File: src/verilog/v33_params.svh
`ifndef V33_PARAMS_SVH
`define V33_PARAMS_SVH

// Datapath and register word width
`define V33_WORD_W     16

// Data port address width
`define V33_ADDR_W     16

// AW, CW, DW, BW, SP, BP, IX, IY
`define V33_REG_COUNT  8

// Program counter after reset
`define V33_RESET_PC   16'h0000

// Width of an immediate I/O port number
`define V33_IO_ADDR_W  8

`endif

File: src/verilog/v33_pkg.sv
`include "v33_params.svh"

package v33_pkg;

    // Instruction class
    typedef enum logic [2:0] {
        NOP,
        MOV,
        ALU,
        B_COND,
        OUT
    } opcode_e;

    typedef enum logic [2:0] {
        ACC,
        IMM,
        IMM_EXT,    // Sign-extended 8-bit immediate
        MODRM,
        REG
    } operand_e;

    typedef enum logic {
        BYTE,
        WORD
    } width_e;

    typedef enum logic [2:0] {
        ADD,
        SUB,
        AND,
        OR,
        XOR
    } alu_op_e;

    typedef enum logic [2:0] {AW, CW, DW, BW, SP, BP, IX, IY} reg16_index_e;
    typedef enum logic [2:0] {AL, CL, DL, BL, AH, CH, DH, BH} reg8_index_e;

    typedef struct packed {
        logic v;
        logic s;
        logic z;
        logic cy;
        logic p;
    } flags_t;

    // One general register seen as a word or as two bytes
    typedef union packed {
        logic [`V33_WORD_W-1:0] word;
        struct packed {
            logic [`V33_WORD_W/2-1:0] hi;
            logic [`V33_WORD_W/2-1:0] lo;
        } bytes;
    } gpr_word_u;

endpackage

File: src/verilog/v33_ifs.sv
`timescale 1ns/1ps
`include "v33_params.svh"

interface reg_port_if;
    logic [2:0]             rd0_idx;
    logic [2:0]             rd1_idx;
    v33_pkg::width_e        rd_width;
    logic [`V33_WORD_W-1:0] rd0_data;
    logic [`V33_WORD_W-1:0] rd1_data;

    logic                   wr_en;
    logic [2:0]             wr_idx;
    v33_pkg::width_e        wr_width;
    logic [`V33_WORD_W-1:0] wr_data;

    // Address registers for the EA adder
    logic [`V33_WORD_W-1:0] base_bw, base_bp, base_ix, base_iy;

    modport ctrl (output rd0_idx, rd1_idx, rd_width, wr_en, wr_idx, wr_width, wr_data,
                  input rd0_data, rd1_data);
    modport regs (input rd0_idx, rd1_idx, rd_width, wr_en, wr_idx, wr_width, wr_data,
                  output rd0_data, rd1_data, base_bw, base_bp, base_ix, base_iy);
    modport agen (input base_bw, base_bp, base_ix, base_iy);
endinterface

interface alu_if;
    logic                   start;
    v33_pkg::alu_op_e       op;
    logic [`V33_WORD_W-1:0] a;
    logic [`V33_WORD_W-1:0] b;
    v33_pkg::width_e        width;
    logic                   flags_write;
    logic [3:0]             cond;
    logic [`V33_WORD_W-1:0] result;
    logic                   cond_true;

    modport ctrl (output start, op, a, b, width, flags_write, cond, input result, cond_true);
    modport alu (input start, op, a, b, width, flags_write, cond, output result, cond_true);
endinterface

File: src/verilog/exec_control.sv
`timescale 1ns/1ps
`include "v33_params.svh"

module exec_control (
    input  logic                    clk,
    input  logic                    reset,
    input  logic                    op_valid,
    output logic                    op_ready,
    input  v33_pkg::opcode_e        op_code,
    input  v33_pkg::width_e         op_width,
    input  v33_pkg::operand_e       op_src0,
    input  v33_pkg::operand_e       op_src1,
    input  v33_pkg::operand_e       op_dest,
    input  logic [1:0]              op_mod,
    input  logic [2:0]              op_rm,
    input  logic [2:0]              op_reg,
    input  v33_pkg::alu_op_e        op_alu,
    input  logic [3:0]              op_cond,
    input  logic [3:0]              op_size,
    input  logic [`V33_WORD_W-1:0]  op_imm,
    input  logic [`V33_ADDR_W-1:0]  ea,
    output logic [`V33_WORD_W-1:0]  pc,
    output logic                    pc_load,
    output logic                    mem_req,
    output logic                    mem_write,
    output logic                    mem_io,
    output logic                    mem_wide,
    output logic [`V33_ADDR_W-1:0]  mem_addr,
    output logic [`V33_WORD_W-1:0]  mem_wdata,
    input  logic [`V33_WORD_W-1:0]  mem_rdata,
    input  logic                    mem_done,
    reg_port_if.ctrl                reg_port,
    alu_if.ctrl                     alu_port
);

localparam int W = `V33_WORD_W;
localparam int A = `V33_ADDR_W;
localparam int IO_W = `V33_IO_ADDR_W;

typedef enum logic [2:0] {IDLE, READ_MEM, EXECUTE, ALU_WAIT, STORE, WRITE_MEM} state_e;

state_e state;

v33_pkg::opcode_e  code_q;
v33_pkg::width_e   width_q;
v33_pkg::operand_e src0_q, src1_q, dest_q;
v33_pkg::alu_op_e  alu_q;
logic [1:0]        mod_q;
logic [2:0]        rm_q, reg_q;
logic [3:0]        cond_q;
logic [W-1:0]      imm_q, mem_data, result_q;
logic [A-1:0]      ea_q;
logic [W-1:0]      src0_val, src1_val;
logic              mem_wait;    // Request sent, mem_done not yet seen
logic              mem_operand;
logic              dest_is_mem;

function automatic logic [2:0] operand_idx(v33_pkg::operand_e sel, logic [2:0] rm,
                                           logic [2:0] rg);
    case (sel)
        v33_pkg::MODRM: return rm;
        v33_pkg::REG:   return rg;
        default:        return v33_pkg::AW;   // AW and AL share index 0
    endcase
endfunction

function automatic logic [W-1:0] operand_val(v33_pkg::operand_e sel, logic [W-1:0] rdata);
    logic [W-1:0] val;
    case (sel)
        v33_pkg::IMM:     val = imm_q;
        v33_pkg::IMM_EXT: val = {{(W-8){imm_q[7]}}, imm_q[7:0]};
        v33_pkg::MODRM:   val = (mod_q == 2'b11) ? rdata : mem_data;
        default:          val = rdata;
    endcase
    if (width_q == v33_pkg::BYTE)
        val[W-1:8] = '0;
    return val;
endfunction

assign op_ready = (state == IDLE);
assign mem_operand = (op_code == v33_pkg::MOV || op_code == v33_pkg::ALU) && op_mod != 2'b11
                     && (op_src0 == v33_pkg::MODRM || op_src1 == v33_pkg::MODRM);
assign dest_is_mem = (dest_q == v33_pkg::MODRM) && (mod_q != 2'b11);

// OUT reads AW and DW as words
assign reg_port.rd0_idx  = (code_q == v33_pkg::OUT) ? v33_pkg::AW
                                                     : operand_idx(src0_q, rm_q, reg_q);
assign reg_port.rd1_idx  = (code_q == v33_pkg::OUT) ? v33_pkg::DW
                                                     : operand_idx(src1_q, rm_q, reg_q);
assign reg_port.rd_width = (code_q == v33_pkg::OUT) ? v33_pkg::WORD : width_q;

assign reg_port.wr_en    = (state == STORE) && !dest_is_mem && dest_q != v33_pkg::IMM
                           && dest_q != v33_pkg::IMM_EXT;
assign reg_port.wr_idx   = operand_idx(dest_q, rm_q, reg_q);
assign reg_port.wr_width = width_q;
assign reg_port.wr_data  = result_q;

always_comb begin
    src0_val = operand_val(src0_q, reg_port.rd0_data);
    src1_val = operand_val(src1_q, reg_port.rd1_data);
end

assign alu_port.start       = (state == EXECUTE) && (code_q == v33_pkg::ALU);
assign alu_port.op          = alu_q;
assign alu_port.a           = src0_val;
assign alu_port.b           = src1_val;
assign alu_port.width       = width_q;
assign alu_port.flags_write = (state == ALU_WAIT);
assign alu_port.cond        = cond_q;

always_ff @(posedge clk) begin
    pc_load <= 1'b0;
    mem_req <= 1'b0;
    if (reset) begin
        state    <= IDLE;
        pc       <= `V33_RESET_PC;
        mem_wait <= 1'b0;
    end else begin
        mem_wait <= (mem_wait | mem_req) & ~mem_done;
        case (state)
            IDLE: if (op_valid) begin
                code_q  <= op_code;
                width_q <= op_width;
                src0_q  <= op_src0;
                src1_q  <= op_src1;
                dest_q  <= op_dest;
                mod_q   <= op_mod;
                rm_q    <= op_rm;
                reg_q   <= op_reg;
                alu_q   <= op_alu;
                cond_q  <= op_cond;
                imm_q   <= op_imm;
                ea_q    <= ea;
                pc      <= pc + W'(op_size);
                if (mem_operand) begin
                    mem_req   <= 1'b1;
                    mem_addr  <= ea;
                    mem_write <= 1'b0;
                    mem_io    <= 1'b0;
                    mem_wide  <= (op_width == v33_pkg::WORD);
                    state     <= READ_MEM;
                end else begin
                    state <= EXECUTE;
                end
            end
            READ_MEM: if (mem_done) begin
                mem_data <= mem_rdata;
                state    <= EXECUTE;
            end
            EXECUTE: begin
                case (code_q)
                    v33_pkg::MOV: begin
                        result_q <= src0_val;
                        state    <= STORE;
                    end
                    v33_pkg::ALU: state <= ALU_WAIT;
                    v33_pkg::B_COND: begin
                        if (alu_port.cond_true) begin
                            pc      <= pc + {{(W-8){imm_q[7]}}, imm_q[7:0]};
                            pc_load <= 1'b1;
                        end
                        state <= IDLE;
                    end
                    v33_pkg::OUT: begin
                        mem_req   <= 1'b1;
                        mem_write <= 1'b1;
                        mem_io    <= 1'b1;
                        mem_wide  <= (width_q == v33_pkg::WORD);
                        mem_addr  <= (src0_q == v33_pkg::IMM) ? A'(imm_q[IO_W-1:0])
                                                              : reg_port.rd1_data;
                        mem_wdata <= (width_q == v33_pkg::WORD) ? reg_port.rd0_data
                                                                : {8'd0, reg_port.rd0_data[7:0]};
                        state     <= WRITE_MEM;
                    end
                    default: state <= IDLE;
                endcase
            end
            ALU_WAIT: begin
                result_q <= alu_port.result;
                state    <= STORE;
            end
            STORE: begin
                if (dest_is_mem) begin
                    mem_req   <= 1'b1;
                    mem_write <= 1'b1;
                    mem_io    <= 1'b0;
                    mem_wide  <= (width_q == v33_pkg::WORD);
                    mem_addr  <= ea_q;
                    mem_wdata <= result_q;
                    state     <= WRITE_MEM;
                end else begin
                    state <= IDLE;
                end
            end
            WRITE_MEM: if (mem_done) state <= IDLE;
            default: state <= IDLE;
        endcase
    end
end

// One outstanding data transfer at a time
assert property (@(posedge clk) disable iff (reset) mem_wait |-> !mem_req);
assert property (@(posedge clk) disable iff (reset) (mem_req || mem_wait) |-> !op_ready);

endmodule

File: src/verilog/register_file.sv
`timescale 1ns/1ps
`include "v33_params.svh"

module register_file (
    input  logic        clk,
    input  logic        reset,
    reg_port_if.regs    reg_port
);

localparam int W = `V33_WORD_W;

v33_pkg::gpr_word_u gpr [`V33_REG_COUNT];

// Byte indices 4..7 are the high halves of AW..BW
function automatic logic [2:0] reg_sel(logic [2:0] idx, v33_pkg::width_e width);
    return (width == v33_pkg::BYTE) ? {1'b0, idx[1:0]} : idx;
endfunction

function automatic logic [W-1:0] reg_view(v33_pkg::gpr_word_u r, logic [2:0] idx,
                                          v33_pkg::width_e width);
    if (width == v33_pkg::WORD)
        return r.word;
    if (idx[2])
        return {8'd0, r.bytes.hi};
    return {8'd0, r.bytes.lo};
endfunction

assign reg_port.rd0_data = reg_view(gpr[reg_sel(reg_port.rd0_idx, reg_port.rd_width)],
                                    reg_port.rd0_idx, reg_port.rd_width);
assign reg_port.rd1_data = reg_view(gpr[reg_sel(reg_port.rd1_idx, reg_port.rd_width)],
                                    reg_port.rd1_idx, reg_port.rd_width);

assign reg_port.base_bw = gpr[v33_pkg::BW].word;
assign reg_port.base_bp = gpr[v33_pkg::BP].word;
assign reg_port.base_ix = gpr[v33_pkg::IX].word;
assign reg_port.base_iy = gpr[v33_pkg::IY].word;

always_ff @(posedge clk) begin
    if (reset) begin
        for (int i = 0; i < `V33_REG_COUNT; i++)
            gpr[i] <= '0;
    end else if (reg_port.wr_en) begin
        if (reg_port.wr_width == v33_pkg::WORD)
            gpr[reg_port.wr_idx].word <= reg_port.wr_data;
        else if (reg_port.wr_idx[2])
            gpr[{1'b0, reg_port.wr_idx[1:0]}].bytes.hi <= reg_port.wr_data[7:0];
        else
            gpr[{1'b0, reg_port.wr_idx[1:0]}].bytes.lo <= reg_port.wr_data[7:0];
    end
end

assert property (@(posedge clk) disable iff (reset)
    reg_port.wr_en |-> !$isunknown(reg_port.wr_idx));

endmodule

File: src/verilog/address_gen.sv
`timescale 1ns/1ps
`include "v33_params.svh"

module address_gen (
    reg_port_if.agen                reg_port,
    input  logic [1:0]              mod,
    input  logic [2:0]              rm,
    input  logic [`V33_WORD_W-1:0]  disp,
    output logic [`V33_ADDR_W-1:0]  ea
);

logic [`V33_ADDR_W-1:0] base;

always_comb begin
    case (rm)
        3'd0: base = reg_port.base_bw + reg_port.base_ix;
        3'd1: base = reg_port.base_bw + reg_port.base_iy;
        3'd2: base = reg_port.base_bp + reg_port.base_ix;
        3'd3: base = reg_port.base_bp + reg_port.base_iy;
        3'd4: base = reg_port.base_ix;
        3'd5: base = reg_port.base_iy;
        3'd6: base = (mod == 2'b00) ? disp : reg_port.base_bp;   // Direct address
        default: base = reg_port.base_bw;
    endcase

    case (mod)
        2'b01: ea = base + {8'd0, disp[7:0]};
        2'b10: ea = base + disp;
        default: ea = base;
    endcase
end

endmodule

File: src/verilog/alu.sv
`timescale 1ns/1ps
`include "v33_params.svh"

module alu (
    input  logic    clk,
    input  logic    reset,
    alu_if.alu      alu_port
);

localparam int W = `V33_WORD_W;

logic [W:0]      sum_w;
logic [8:0]      sum_b;     // Byte sum for the byte carry
logic [W-1:0]    res;
logic            wide, arith, a_msb, b_msb, r_msb, cond_base;
v33_pkg::flags_t flags_next, flags_q, psw;

always_comb begin
    case (alu_port.op)
        v33_pkg::ADD: sum_w = {1'b0, alu_port.a} + {1'b0, alu_port.b};
        v33_pkg::SUB: sum_w = {1'b0, alu_port.a} - {1'b0, alu_port.b};
        v33_pkg::AND: sum_w = {1'b0, alu_port.a & alu_port.b};
        v33_pkg::OR:  sum_w = {1'b0, alu_port.a | alu_port.b};
        v33_pkg::XOR: sum_w = {1'b0, alu_port.a ^ alu_port.b};
        default:      sum_w = '0;
    endcase
    sum_b = (alu_port.op == v33_pkg::SUB) ? {1'b0, alu_port.a[7:0]} - {1'b0, alu_port.b[7:0]}
                                          : {1'b0, alu_port.a[7:0]} + {1'b0, alu_port.b[7:0]};

    wide  = (alu_port.width == v33_pkg::WORD);
    arith = (alu_port.op == v33_pkg::ADD) || (alu_port.op == v33_pkg::SUB);
    res   = wide ? sum_w[W-1:0] : {8'd0, sum_w[7:0]};
    a_msb = wide ? alu_port.a[W-1] : alu_port.a[7];
    b_msb = wide ? alu_port.b[W-1] : alu_port.b[7];
    r_msb = wide ? res[W-1] : res[7];

    flags_next.cy = arith & (wide ? sum_w[W] : sum_b[8]);   // Borrow on SUB
    flags_next.v  = arith & (r_msb != a_msb)
                    & ((alu_port.op == v33_pkg::SUB) ? (a_msb != b_msb) : (a_msb == b_msb));
    flags_next.s  = r_msb;
    flags_next.z  = (res == '0);
    flags_next.p  = ~^res[7:0];
end

always_ff @(posedge clk) begin
    if (alu_port.start) begin
        alu_port.result <= res;
        flags_q         <= flags_next;
    end
end

always_ff @(posedge clk) begin
    if (reset)
        psw <= '0;
    else if (alu_port.flags_write)
        psw <= flags_q;
end

// Odd condition codes negate the even one below
always_comb begin
    case (alu_port.cond[3:1])
        3'd0: cond_base = psw.v;
        3'd1: cond_base = psw.cy;
        3'd2: cond_base = psw.z;
        3'd3: cond_base = psw.cy | psw.z;
        3'd4: cond_base = psw.s;
        3'd5: cond_base = psw.p;
        3'd6: cond_base = psw.s ^ psw.v;
        default: cond_base = (psw.s ^ psw.v) | psw.z;
    endcase
end

assign alu_port.cond_true = cond_base ^ alu_port.cond[0];

assert property (@(posedge clk) disable iff (reset) alu_port.start |=> !alu_port.start);

endmodule

File: src/verilog/v33_exec.sv
`timescale 1ns/1ps
`include "v33_params.svh"

module v33_exec (
    input  logic                    clk,
    input  logic                    reset,

    input  logic                    op_valid,
    output logic                    op_ready,
    input  v33_pkg::opcode_e        op_code,
    input  v33_pkg::width_e         op_width,
    input  v33_pkg::operand_e       op_src0,
    input  v33_pkg::operand_e       op_src1,
    input  v33_pkg::operand_e       op_dest,
    input  logic [1:0]              op_mod,
    input  logic [2:0]              op_rm,
    input  logic [2:0]              op_reg,
    input  v33_pkg::alu_op_e        op_alu,
    input  logic [3:0]              op_cond,
    input  logic [3:0]              op_size,
    input  logic [`V33_WORD_W-1:0]  op_imm,
    input  logic [`V33_WORD_W-1:0]  op_disp,

    output logic [`V33_WORD_W-1:0]  pc,
    output logic                    pc_load,

    output logic                    mem_req,
    output logic                    mem_write,
    output logic                    mem_io,
    output logic                    mem_wide,
    output logic [`V33_ADDR_W-1:0]  mem_addr,
    output logic [`V33_WORD_W-1:0]  mem_wdata,
    input  logic [`V33_WORD_W-1:0]  mem_rdata,
    input  logic                    mem_done
);

logic [`V33_ADDR_W-1:0] ea;    // EA of the instruction being offered

reg_port_if reg_bus ();
alu_if      alu_bus ();

exec_control exec_control_inst (
    .clk, .reset,
    .op_valid, .op_ready, .op_code, .op_width,
    .op_src0, .op_src1, .op_dest,
    .op_mod, .op_rm, .op_reg, .op_alu, .op_cond, .op_size, .op_imm,
    .ea,
    .pc, .pc_load,
    .mem_req, .mem_write, .mem_io, .mem_wide,
    .mem_addr, .mem_wdata, .mem_rdata, .mem_done,
    .reg_port(reg_bus),
    .alu_port(alu_bus)
);

register_file register_file_inst (
    .clk, .reset,
    .reg_port(reg_bus)
);

address_gen address_gen_inst (
    .reg_port(reg_bus),
    .mod(op_mod),
    .rm(op_rm),
    .disp(op_disp),
    .ea
);

alu alu_inst (
    .clk, .reset,
    .alu_port(alu_bus)
);

endmodule

File: config.mk
export PLATFORM = sky130hd
export DESIGN_NAME = v33_exec
export DESIGN_NICKNAME = d
export VERILOG_FILES = /design/src/verilog/v33_pkg.sv /design/src/verilog/v33_ifs.sv /design/src/verilog/exec_control.sv /design/src/verilog/register_file.sv /design/src/verilog/address_gen.sv /design/src/verilog/alu.sv /design/src/verilog/v33_exec.sv
export VERILOG_INCLUDE_DIRS = /design/src /design/src/verilog
export SDC_FILE = /design/constraint.sdc
export NUM_CORES = 1
export LEC_CHECK = 0
export ABC_AREA = 1
export BUFFER_PORTS_ARGS = -buffer_cell sky130_fd_sc_hd__buf_4
export CAP_MARGIN = 20
export CORE_MARGIN = 8
export CORE_UTILIZATION = 60
export DETAILED_ROUTE_END_ITERATION = 10
export PLACE_DENSITY_LB_ADDON = 0.3
export SLEW_MARGIN = 10
export SYNTH_ARGS = -nofsm -noshare
export SYNTH_HDL_FRONTEND = slang
export SYNTH_HIERARCHICAL = 1
export SYNTH_SLANG_ARGS = --single-unit
File: constraint.sdc
create_clock -name clk -period 5.3 [get_ports clk]
set_input_delay 0.53 -clock clk [delete_from_list [all_inputs] [get_ports clk]]
set_output_delay 0.53 -clock clk [all_outputs]
set_load 0.03 [all_outputs]
Yosys cells after proc, flatten, opt, wreduce, memory -nomap -nowiden. Memories as Yosys holds them, arrays and structs flattened. Cells that the tools add are included.

Register bits: 174. Bits in writable memories: 128. Bits of input ports: 84. Output and inout port bits: 54. Word-level logic and storage cells: 252. Memories: 1.

Memories: register_file_inst.gpr (depth 8, width 16, rd ports 6, clocked after memory_dff 0, write ports 8, line register_file.sv:12) `` v33_pkg::gpr_word_u gpr [`V33_REG_COUNT]; ``.

Add/sub/neg operators: 12. Eq/ne operators: 58. Mux-type cells: 102. Bitwise gates (word level): 13. Reduce and logical (&&, ||, !) cells: 32.

Operators by type and width (count): 16-bit 2-to-1 mux (26); 16-bit case mux with 3 select lines (3); 16-bit case mux with 2 select lines (4); 16-bit case mux with 7 select lines (1); 16-bit adder (6); 17-bit case mux with 5 select lines (1); 3-bit by 2-bit equality test with 1-bit output, second input constant (18); 1-bit 2-to-1 mux (42); 3-bit equality test, second input constant (13); 16-bit OR reduction (2); 3-bit 2-to-1 mux (10); 3-bit by 1-bit equality test with 1-bit output, second input constant (8); 3-bit case mux with 2 select lines (3); 3-bit case mux with 6 select lines (1); 16-bit by 16-bit adder with 17-bit output (1); 16-bit by 16-bit subtractor with 17-bit output (1); 16-bit by 4-bit adder with 16-bit output (1); 16-bit by 8-bit adder with 16-bit output (1); 16-bit AND (1); 16-bit logical NOT (1); 8-bit 2-to-1 mux (2); 2-bit inequality test, second input constant (8); 16-bit OR (1); 16-bit XOR (1); other kinds (30) (61).

Logic depth before layout (Yosys ltp). Gate-level depths: netlist of the first run. An unclocked memory read counts as a cell.

Depth in word-level cells: 19. Mapped depth: 42. Gate-level depth less buffers: 39.

Cells and area by module. Netlist of the first run, hierarchy kept.

Modules (own cells, without submodules): register_file (times used 1, cells each 1000, area each 7726.2 sq um); exec_control (times used 1, cells each 821, area each 7597.3 sq um); address_gen (times used 1, cells each 812, area each 4072.7 sq um); alu (times used 1, cells each 488, area each 3344.5 sq um).

Worst setup path after synthesis of the first run. No wires, ideal clock.

Path kind: flip-flop to flip-flop. Start point: register exec_control_inst.src1_q[2]. End point: register alu_inst/flags_q[0] in the netlist's numbering, data pin. Library setup time: 0.260 ns. Arrival: 4.602 ns. Required time: 5.040 ns. Setup slack: 0.438 ns. Stages on the path, launching flop included: 37. Buffers on the path: 3. Clock period less this slack: 4.862 ns. Cells stage by stage: edfxtp_1 > nor3_1 > clkbuf_1 > nand2_1 > a21oi_1 > buf_2 > clkbuf_1 > nand2_1 > nand3_1 > nand2_1 > nand2_1 > nand2_1 > nor2_1 > inv_1 > o21ai_0 > nand2_1 > o211ai_1 > inv_1 > ha_1 > nand3_1 > nor2_1 > nand2_1 > nand2_1 > xor2_1 > inv_1 > ha_1 > nand2_1 > inv_1 > a21oi_1 > nand2_1 > a21oi_1 > o21ai_0 > nand2_1 > inv_1 > ha_1 > xnor2_1 > xnor2_1.

RTL lines: from (decl) (line exec_control.sv:46) `v33_pkg::operand_e src0_q, src1_q, dest_q;`; from (signal assigned) (line exec_control.sv:125) `src1_q <= op_src1;`; to (signal assigned) (line alu.sv:48) `flags_q <= flags_next;`; to (decl) (line alu.sv:16) `v33_pkg::flags_t flags_next, flags_q, psw;`.

==> impl.org, run 1 <==
** Outcome
- The run finished with clean final reports.

** Logic synthesis
- Yosys warning total :: 6
- When the netlist entered floorplanning its net count stood at ~3300.
- Number of flip-flops and latches in the synthesized netlist :: 302
- Netlist area before placement :: roughly 0.023 mm^2
- Most used flip-flop cell after synthesis :: sky130_fd_sc_hd__edfxtp_1
- Of the post-synthesis cell area, the dominant cell type holds a little over a third.
- Among all cell types in the netlist, the one instantiated most often is sky130_fd_sc_hd__nand2_1.
- Number of distinct standard cells referenced by the synthesized netlist :: 69
- Summed over all instances, the cell type with the most area after synthesis is sky130_fd_sc_hd__edfxtp_1.
- By count the netlist is led by sky130_fd_sc_hd__nand2_1, sky130_fd_sc_hd__inv_1, sky130_fd_sc_hd__nand3_1.
- Mean cell area of the mapped netlist :: 7.286 um^2
- Sorting the synthesized cells by area gives the leading types as sky130_fd_sc_hd__edfxtp_1, sky130_fd_sc_hd__nand2_1, sky130_fd_sc_hd__nand3_1, sky130_fd_sc_hd__inv_1, sky130_fd_sc_hd__ha_1.
- Fraction of synthesis flops using an asynchronous set or reset pin :: 0%
- Synthesis produced a netlist whose cell count is ~3100.
- In this run, synthesis inferred 276 flip-flops with an integrated enable.
- Of the synthesized area, sequential elements account for 38.73%.

** Layout
- Final Cell Area :: 0.02647 mm^2
- From synthesis to final layout, the design area changed by 16.41%.
- After the flow finishes, the layout carries non-filler instances totaling 3854.
- register_file_inst/gpr holds more flip-flops than any other register.
- At the end of the flow, the number of nets in the layout was about 3500.
- Final core area utilization :: a little over two thirds
- The register with the most flip-flops in the layout has approximately 130 of them.
- Share of post-route cells with drive strength above 1 :: ~15%

** Place
- Routability-driven placement finished with a final weighted congestion of between 1 and 1.5.
- Cell area reported after detailed placement :: 0.02474 mm^2
- Detailed-placement wirelength estimate :: around 66000 um
- IO buf count :: roughly 140
- Placed instance count :: approximately 3800

** Timing
- Between clock sinks in the finished design, the worst skew comes to approximately 0.019 ns.
- Max-Slew Margin vs Limit :: 40.55%
- For the pin with the worst max-slew slack, the measured transition is 0.8918 ns.
- Fin. max-slew vios :: 0
- Maximum clock frequency :: 0.1956 GHz
- The total count of hold-check failures in the final report came to 0.
- Of the available clock period, the critical path in the final layout requires just under 100%.
- Setup violations remaining at the end of the flow were counted as 0.
- The clock period could shrink to 5.112 ns.
- Final hold analysis gives a worst-case slack of ~0.14 ns.

** Global routing
- Vias in the first global route :: ~22000
- The first global-routing pass estimated roughly 130000 um of wire.
- The initial antenna violation count came to 3.
- Global routing used a little under two fifths of the available tracks across all layers.
- Entering global routing, the biggest net connects 71 pins.
- Global routing finished with a remaining overflow of 0.

** Drt
- Number of DRC violations after detailed-routing iteration 0 :: 3835
- Routed len/inst :: about 23 um
- DRC viols :: 0
- Pre-Repair DR Iteration Count :: 8
- Sum of routed wire length over all layers :: roughly 87000 um
- After detailed routing, the number of vias per cell comes to between 6 and 7.
- The detail route stage leaves a number of antenna-violating nets equal to 0.
- The routed layout has 23700 vias.

** Setup path
- The cell that appears most often on the critical path is sky130_fd_sc_hd__nand2_1.
- Setup crit start kind :: flop
- The critical path in this run is classified as flop to flop.
- Worst-path cell with the longest stage delay :: sky130_fd_sc_hd__edfxtp_1
- Path depth of the worst reg2reg path :: 35
- Data arrives at the worst endpoint at between 5 and 6 ns.
- Slowest stage delay, CP :: around 0.45 ns
- STA classifies the critical path endpoint as a flop.
- STA puts the critical path data required time at approximately 5.7 ns.
- In this run the worst path has a maximum fanout of 17.

** Floorplanning
- Measured along the y axis, the die boundary spans 210.7 um.
- The total area inside the core boundary comes to between 0.03 and 0.04 mm^2.
- Std cell rows :: a little over 70
- Effective utilization at floorplan :: between 60 and 70%
- Width of the chip :: between 200 and 250 um
- During I/O placement, the number of pins put on the boundary was 138.
- The die covers 0.04439 mm^2.

** Power and ir drop
- Switching power :: about 2700 uW
- Maximum resistive drop on vdd :: 292.8 uV
- In this run, the clock network consumes about a third of the power.
- Logic pwr share :: 30.9%
- Power per Cell Area :: roughly 290 mW/mm^2
- Net switching is between 30% and 40% of the power.
- The internal portion of the total power is 4977 uW.
- In this run the static leakage power is 0.01232 uW.
- The design draws 7641 uW.
- In this run, flip-flops and latches consume 37.7% of the power.

** Hold path
- HP Class :: input pin to flop
- Hold Path Stages :: 1

** Clock network
- CTS Buf Count :: 34
- Clock sink count :: 302
- The clock reaches the later pin of the worst-skew pair after between 0.5 and 0.6 ns.
- CTS tree :: done
- Number of H-tree levels :: 2
- Clock edge transition at the registers on the reported setup and hold paths :: about 0.06 ns
- Clock buffer depth :: 3
- The tree is rooted in a sky130_fd_sc_hd__clkbuf_16.

** Flow run
- Max Cap Violations :: 0
==> worst max-delay path, delay by kind of cell (launching register included) <==
kind / cells / cell delay [ns]
flip-flops: 1 / 0.45
XOR/XNOR: 1 / 0.15
AO/OA/AOI/OAI: 6 / 0.79
adder cells (fa/ha/maj): 2 / 0.55
AND/OR/NAND/NOR: 16 / 1.86
buffers and inverters: 10 / 1.15
==> through the flow <==
step	TNS (ns)	setup slack (ns)
2_1_floorplan	0	0.4384
3_3_place_gp	0	0.08412
3_5_place_dp	-0.2519	-0.1080
4_1_cts	0	0.06981
5_1_grt	-0.4538	-0.1082
6_report	0	0.1883
==> timing repair <==
action | 4_1_cts | 5_1_grt
cloned | 0 | 5
endpoints found under the hold margin | 0 | 0
setup endpoints to repair | 5 | 13
setup buffers | 0 | 21
pin swaps | 0 | 34
gates resized for setup | 3 | 91
hold buffers | 0 | 0
==> worst paths after layout <==
path,from,endpoint,slack (ns)
setup reg to reg,exec_control_inst/src1_q[0]$_DFFE_PP_,alu_inst/flags_q[2]$_DFFE_PP_,0.19
hold / removal,op_imm[6],exec_control_inst/imm_q[6]$_DFFE_PP_,0.14
hold reg to reg,alu_inst/psw[0]$_SDFFE_PP0P_,alu_inst/psw[0]$_SDFFE_PP0P_,0.48
setup / recovery,exec_control_inst/src1_q[0]$_DFFE_PP_,alu_inst/flags_q[2]$_DFFE_PP_,0.19
==> cell type report <==
class / instances / area (um^2)
diodes: 1 / 2.502
clock inverters: 18 / 187.7
clock buffers: 44 / 929.6
fillers: 2984 / 11020
multi-input cells: 2301 / 12170
repair buffers: 270 / 2203
well taps: 511 / 639.4
inverters: 407 / 1536
flip-flops and latches: 302 / 8808
==> power by group through the flow <==
stage	Sequential (uW)	Clock, uW	Combinational, uW
after floorplan	2960	0	1310
after global placement	2920	0	2060
after detailed placement	2920	0	2120
after global routing	2890	2500	2530
after CTS	2870	2400	2150
final	2880	2400	2360
==> cells in the final DEF, fill, tap and decap left out, types with 31 or more instances in the layout <==
cell type | netlist | layout
sky130_fd_sc_hd__nand2_1 | 1016 | 995
sky130_fd_sc_hd__inv_1 | 375 | 368
sky130_fd_sc_hd__nand3_1 | 291 | 284
sky130_fd_sc_hd__edfxtp_1 | 276 | 276
sky130_fd_sc_hd__buf_4 | 9 | 256
sky130_fd_sc_hd__nor2_1 | 241 | 225
sky130_fd_sc_hd__o21ai_0 | 149 | 138
sky130_fd_sc_hd__ha_1 | 109 | 105
sky130_fd_sc_hd__a21oi_1 | 109 | 99
sky130_fd_sc_hd__nor3_1 | 98 | 92
sky130_fd_sc_hd__clkbuf_16 | 0 | 40
sky130_fd_sc_hd__xor2_1 | 34 | 34
sky130_fd_sc_hd__nand2_2 | 10 | 31
==> logic make-up (layout without fill, tap and decap cells) <==
logic type | after synthesis | count (layout) | share of synthesized area (%)
AO/OA/AOI/OAI | 389 | 389 | 10.40
XOR/XNOR | 46 | 46 | 1.805
adder cells (fa/ha/maj) | 114 | 114 | 6.437
buffers and inverters | 518 | 739 | 9.320
flip-flops | 302 | 302 | 38.73
other | 0 | 1 | 0
AND/OR/NAND/NOR | 1752 | 1752 | 33.30
==> metal layers <==
metal | wire length, um | global-route usage [%] | vias to the layer above
met5 | 29 | 0 | -
met2 | 37160 | 55.36 | 1758
met3 | 11960 | 8.902 | 307
li1 | - | - | 10750
met1 | 34100 | 51.16 | 10880
met4 | 4220 | 16.29 | 4
No activity file was read; power rests on OpenSTA's default activity.
==> run 2: changes to the inputs <==
- CELL_PAD_IN_SITES_DETAIL_PLACEMENT: not set -> 1
- CELL_PAD_IN_SITES_GLOBAL_PLACEMENT: not set -> 2
- CORE_UTILIZATION: 60 -> 36
- RECOVER_POWER: not set -> 100
- SLEW_MARGIN: 10 -> 20
==> impl.org, run 2 (synthesis results as in run 1) <==
** Layout
- The total of fill cells in the finished design was 7839 (+160%).
- Diodes inserted :: 0 (-1)
- The library cell used most frequently in the layout, excluding fill and tap cells, is sky130_fd_sc_hd__nand2_1.
- From synthesis to final layout, the design area changed by 21.35%.
- Commonest cells after routing, fill and taps aside :: sky130_fd_sc_hd__nand2_1, sky130_fd_sc_hd__inv_1, sky130_fd_sc_hd__edfxtp_1
- The finished layout cell area was 0.02760 mm^2 (+4.2%).
- The proportion of layout cells with a drive suffix above 1 is 16.15% (+1.2 points).
- Layout net count :: 3592 (+2.2%)
- Flip-flop count of the largest register after layout :: 128 (unchanged)
- Top register by number of flip-flops :: register_file_inst/gpr

** Timing
- Worst path setup slack after routing :: 0.1857 ns (-0.002562 ns)
- The number of slew-limit violations in the final report is 51 (+51).
- Maximum clock frequency :: 0.1955 GHz (about the same)
- The headroom to the max-slew limit came to -61.50% (-100 points).
- Max Clock Skew :: 0.03880 ns (+0.02021 ns)
- The final setup violation count was 0 (unchanged).
- The final critical delay including setup and external delays came to 5.114 ns (+0.002562 ns).
- The final period utilization came to 96.50% (about the same).
- Final hold violation count :: 0 (unchanged)
- The measured slew at the worst slew-check pin was 2.414 ns (+1.522 ns).

** Place
- The count of port buffers added during placement is 137 (unchanged).
- Cell area reported after detailed placement :: 0.02560 mm^2 (+3.5%)
- Setup slack after placement :: -0.2239 ns (-0.1159 ns)
- Detailed-placement wirelength estimate :: 81340 um (+24%)
- Routability cong. :: 0.9491 (-8.1%)

** Setup path
- CP required :: 5.62 ns (-0.09 ns)
- Worst setup path category :: flop to flop
- Data arrival time at the worst-slack endpoint :: 5.44 ns (-0.08 ns)
- Launch point of the worst reg-to-reg path :: exec_control_inst/src1_q[0]$_DFFE_PP_
- The number of cells on the worst reg-to-reg path is 35 (unchanged).
- The maximum cell stage delay along the critical path came to 0.46 ns (about the same).
- Worst setup path endpoint :: alu_inst/flags_q[4]$_DFFE_PP_
- Worst setup startpoint :: exec_control_inst/src1_q[0]$_DFFE_PP_
- The reg-to-reg setup timing slack is 0.19 ns (about the same).
- Maximum fanout encountered on the critical timing path :: 5 (-12)
- The worst setup path is launched from a flop.
- Destination of the worst register-to-register timing path :: alu_inst/flags_q[4]$_DFFE_PP_
- Worst-path cell with the longest stage delay :: sky130_fd_sc_hd__edfxtp_1
- CP endpoint kind :: flop

** Outcome
- Run status :: complete, but fails checks
- The checks that failed: capacitance limit, slew limit.

** Flow run
- Max Cap Violations :: 2 (+2)

** Drt
- The antenna violation net count after detailed routing came to 0 (unchanged).
- The total wire length is 103500 um (+18%).
- Pre-Repair DR Iteration Count :: 5 (-3)
- Number of DRC violations after detailed-routing iteration 0 :: 2059 (-46%)
- The routed wire length per instance came to 24.23 um (+6.8%).
- The average via count per standard cell is 5.467 (-11%).
- Number of vias after detailed routing :: 23350 (-1.5%)
- DRC viols :: 0 (unchanged)

** Clock network
- The maximum buffer depth of the clock tree was 3 (unchanged).
- Latest clock arrival within the worst-skew pair :: 0.57 ns (about the same)
- CTS Buf Count :: 39 (+15%)
- TritonCTS built the clock tree.
- The number of H-tree levels came to 2 (unchanged).
- The register clock-pin slew on the reported worst setup and hold paths was 0.06 ns (about the same).
- The clock net sink count is 302 (unchanged).
- CTS placed an instance of sky130_fd_sc_hd__clkbuf_16 at the clock tree root.

** Global routing
- The initial antenna violation count came to 0 (-3).
- The routing usage on met2 is 44.12% (-11 points).
- The number of global-route vias before repair came to 23620 (+9.2%).
- The overall routing resource usage came to 27.78% (-9.4 points).
- The global-route wire length before repair was 150600 um (+19%).
- The met1 usage in global routing came to 38.65% (-13 points).
- The met3 global-route usage is 4.268% (-4.6 points).
- Most Crowded Layer GR :: met2
- Pin count of the biggest net entering global routing :: 54 (-24%)
- Residual overflow from global routing :: 0 (unchanged)

** Power and ir drop
- The leakage power summed over all cells was 0.01254 uW (+1.8%).
- Power per Cell Area :: 292.5 mW/mm^2 (+1.3%)
- Maximum resistive drop on vdd :: 230.7 uV (-21%)

** Floorplanning
- The standard cell core area came to 0.06274 mm^2 (+67%).
- The site row count is 92 (+30%).
- The die extent in x is 267.3 um (+27%).
- Effective utilization at floorplan :: 36.25% (-24 points)
- Height of the die :: 267.3 um (+27%)
- Number of top-level pins :: 138 (unchanged)
- Floorplan die area :: 0.07147 mm^2 (+61%)

** Hold path
- In this run the worst hold path is classified as input pin to flop.
-- run 2: changes by cell type in the layout (fill, tap and decap cells not counted), moves of 8 or more --
cell	before	now
sky130_fd_sc_hd__clkbuf_1	7	75
sky130_fd_sc_hd__buf_4	256	200
sky130_fd_sc_hd__clkbuf_4	0	46
sky130_fd_sc_hd__nand2_1	995	975
sky130_fd_sc_hd__nand2_2	31	48
sky130_fd_sc_hd__buf_6	1	10
sky130_fd_sc_hd__nand3_1	284	275
sky130_fd_sc_hd__nand3_2	7	16
sky130_fd_sc_hd__clkinv_2	2	10
-- run 2: per-layer routing --
metal	wire [um]	up-vias
li1	-	10880
met1	46460	11540
met2	46590	788
met3	7145	146
met4	3310	0
met5	0	-
-- run 2: final cells by class --
class,count,area (um^2),area share (%)
Tap cell,846,1059,3.836
Clock inverter,25,202.7,0.7345
Timing Repair Buffer,343,2582,9.358
Clock buffer,47,1047,3.795
Multi-Input combinational cell,2301,12360,44.77
Inverter,407,1541,5.586
Sequential cell,302,8808,31.92
-- run 2: worst min path at each step --
| stage | start | endpoint | slack, ns | cells after the start |
|---|---|---|---|---|
| floorplan | alu_inst/psw[0]$_SDFFE_PP0P_ | alu_inst/psw[0]$_SDFFE_PP0P_ | 0.43 | 2 |
| global placement | alu_inst/psw[0]$_SDFFE_PP0P_ | alu_inst/psw[0]$_SDFFE_PP0P_ | 0.46 | 2 |
| detailed placement | alu_inst/psw[1]$_SDFFE_PP0P_ | alu_inst/psw[1]$_SDFFE_PP0P_ | 0.47 | 2 |
| CTS | op_cond[0] | exec_control_inst/alu_port.cond[0]$_DFFE_PP_ | 0.11 | 1 |
| global route | op_imm[12] | exec_control_inst/imm_q[12]$_DFFE_PP_ | 0.14 | 1 |
| finish | op_imm[12] | exec_control_inst/imm_q[12]$_DFFE_PP_ | 0.16 | 1 |
-- run 2: repair_timing --
action                                  4_1_cts  5_1_grt
gates resized for setup                       4      170
endpoints found under the setup margin        6       13
hold buffers                                  0        0
buffers inserted                              2       35
pin swaps                                     1       60
gates cloned                                  1        6
-- run 2: power by group --
part | total [uW] | switching (uW) | internal, uW | leakage [uW]
Sequential | 2890 | 118 | 2770 | 0.00290
Clock | 2630 | 1120 | 1520 | 0.000613
Combinational | 2550 | 1650 | 895 | 0.00903
Total | 8070 | 2890 | 5180 | 0.0125
-- run 2: critical path, delay by kind of cell, from the launching register on --
family / cells / cell delay [ns]
and+or+nand+nor: 19 / 1.83
AOI/OAI and AO/OA: 5 / 0.85
xor gates and xnor gates: 1 / 0.18
buffers and inverters: 8 / 1.09
DFF: 1 / 0.46
adders and majority gates: 2 / 0.46
-- run 2: metrics by stage --
step | utilization, % | TNS, ns | hold WS [ns] | std cells | total power, uW
floorplan | - | 0 | 0.4349 | 3121 | 4272
global placement | 40.80 | -0.07854 | 0.4643 | 4156 | 5200
detailed placement | 40.80 | -0.4668 | 0.4735 | 4156 | 5251
CTS | 42.89 | 0 | 0.1089 | 4231 | 7908
global route | 43.99 | -0.1927 | 0.1378 | 4271 | 8425
finish | 43.99 | 0 | 0.1575 | 4271 | 8073
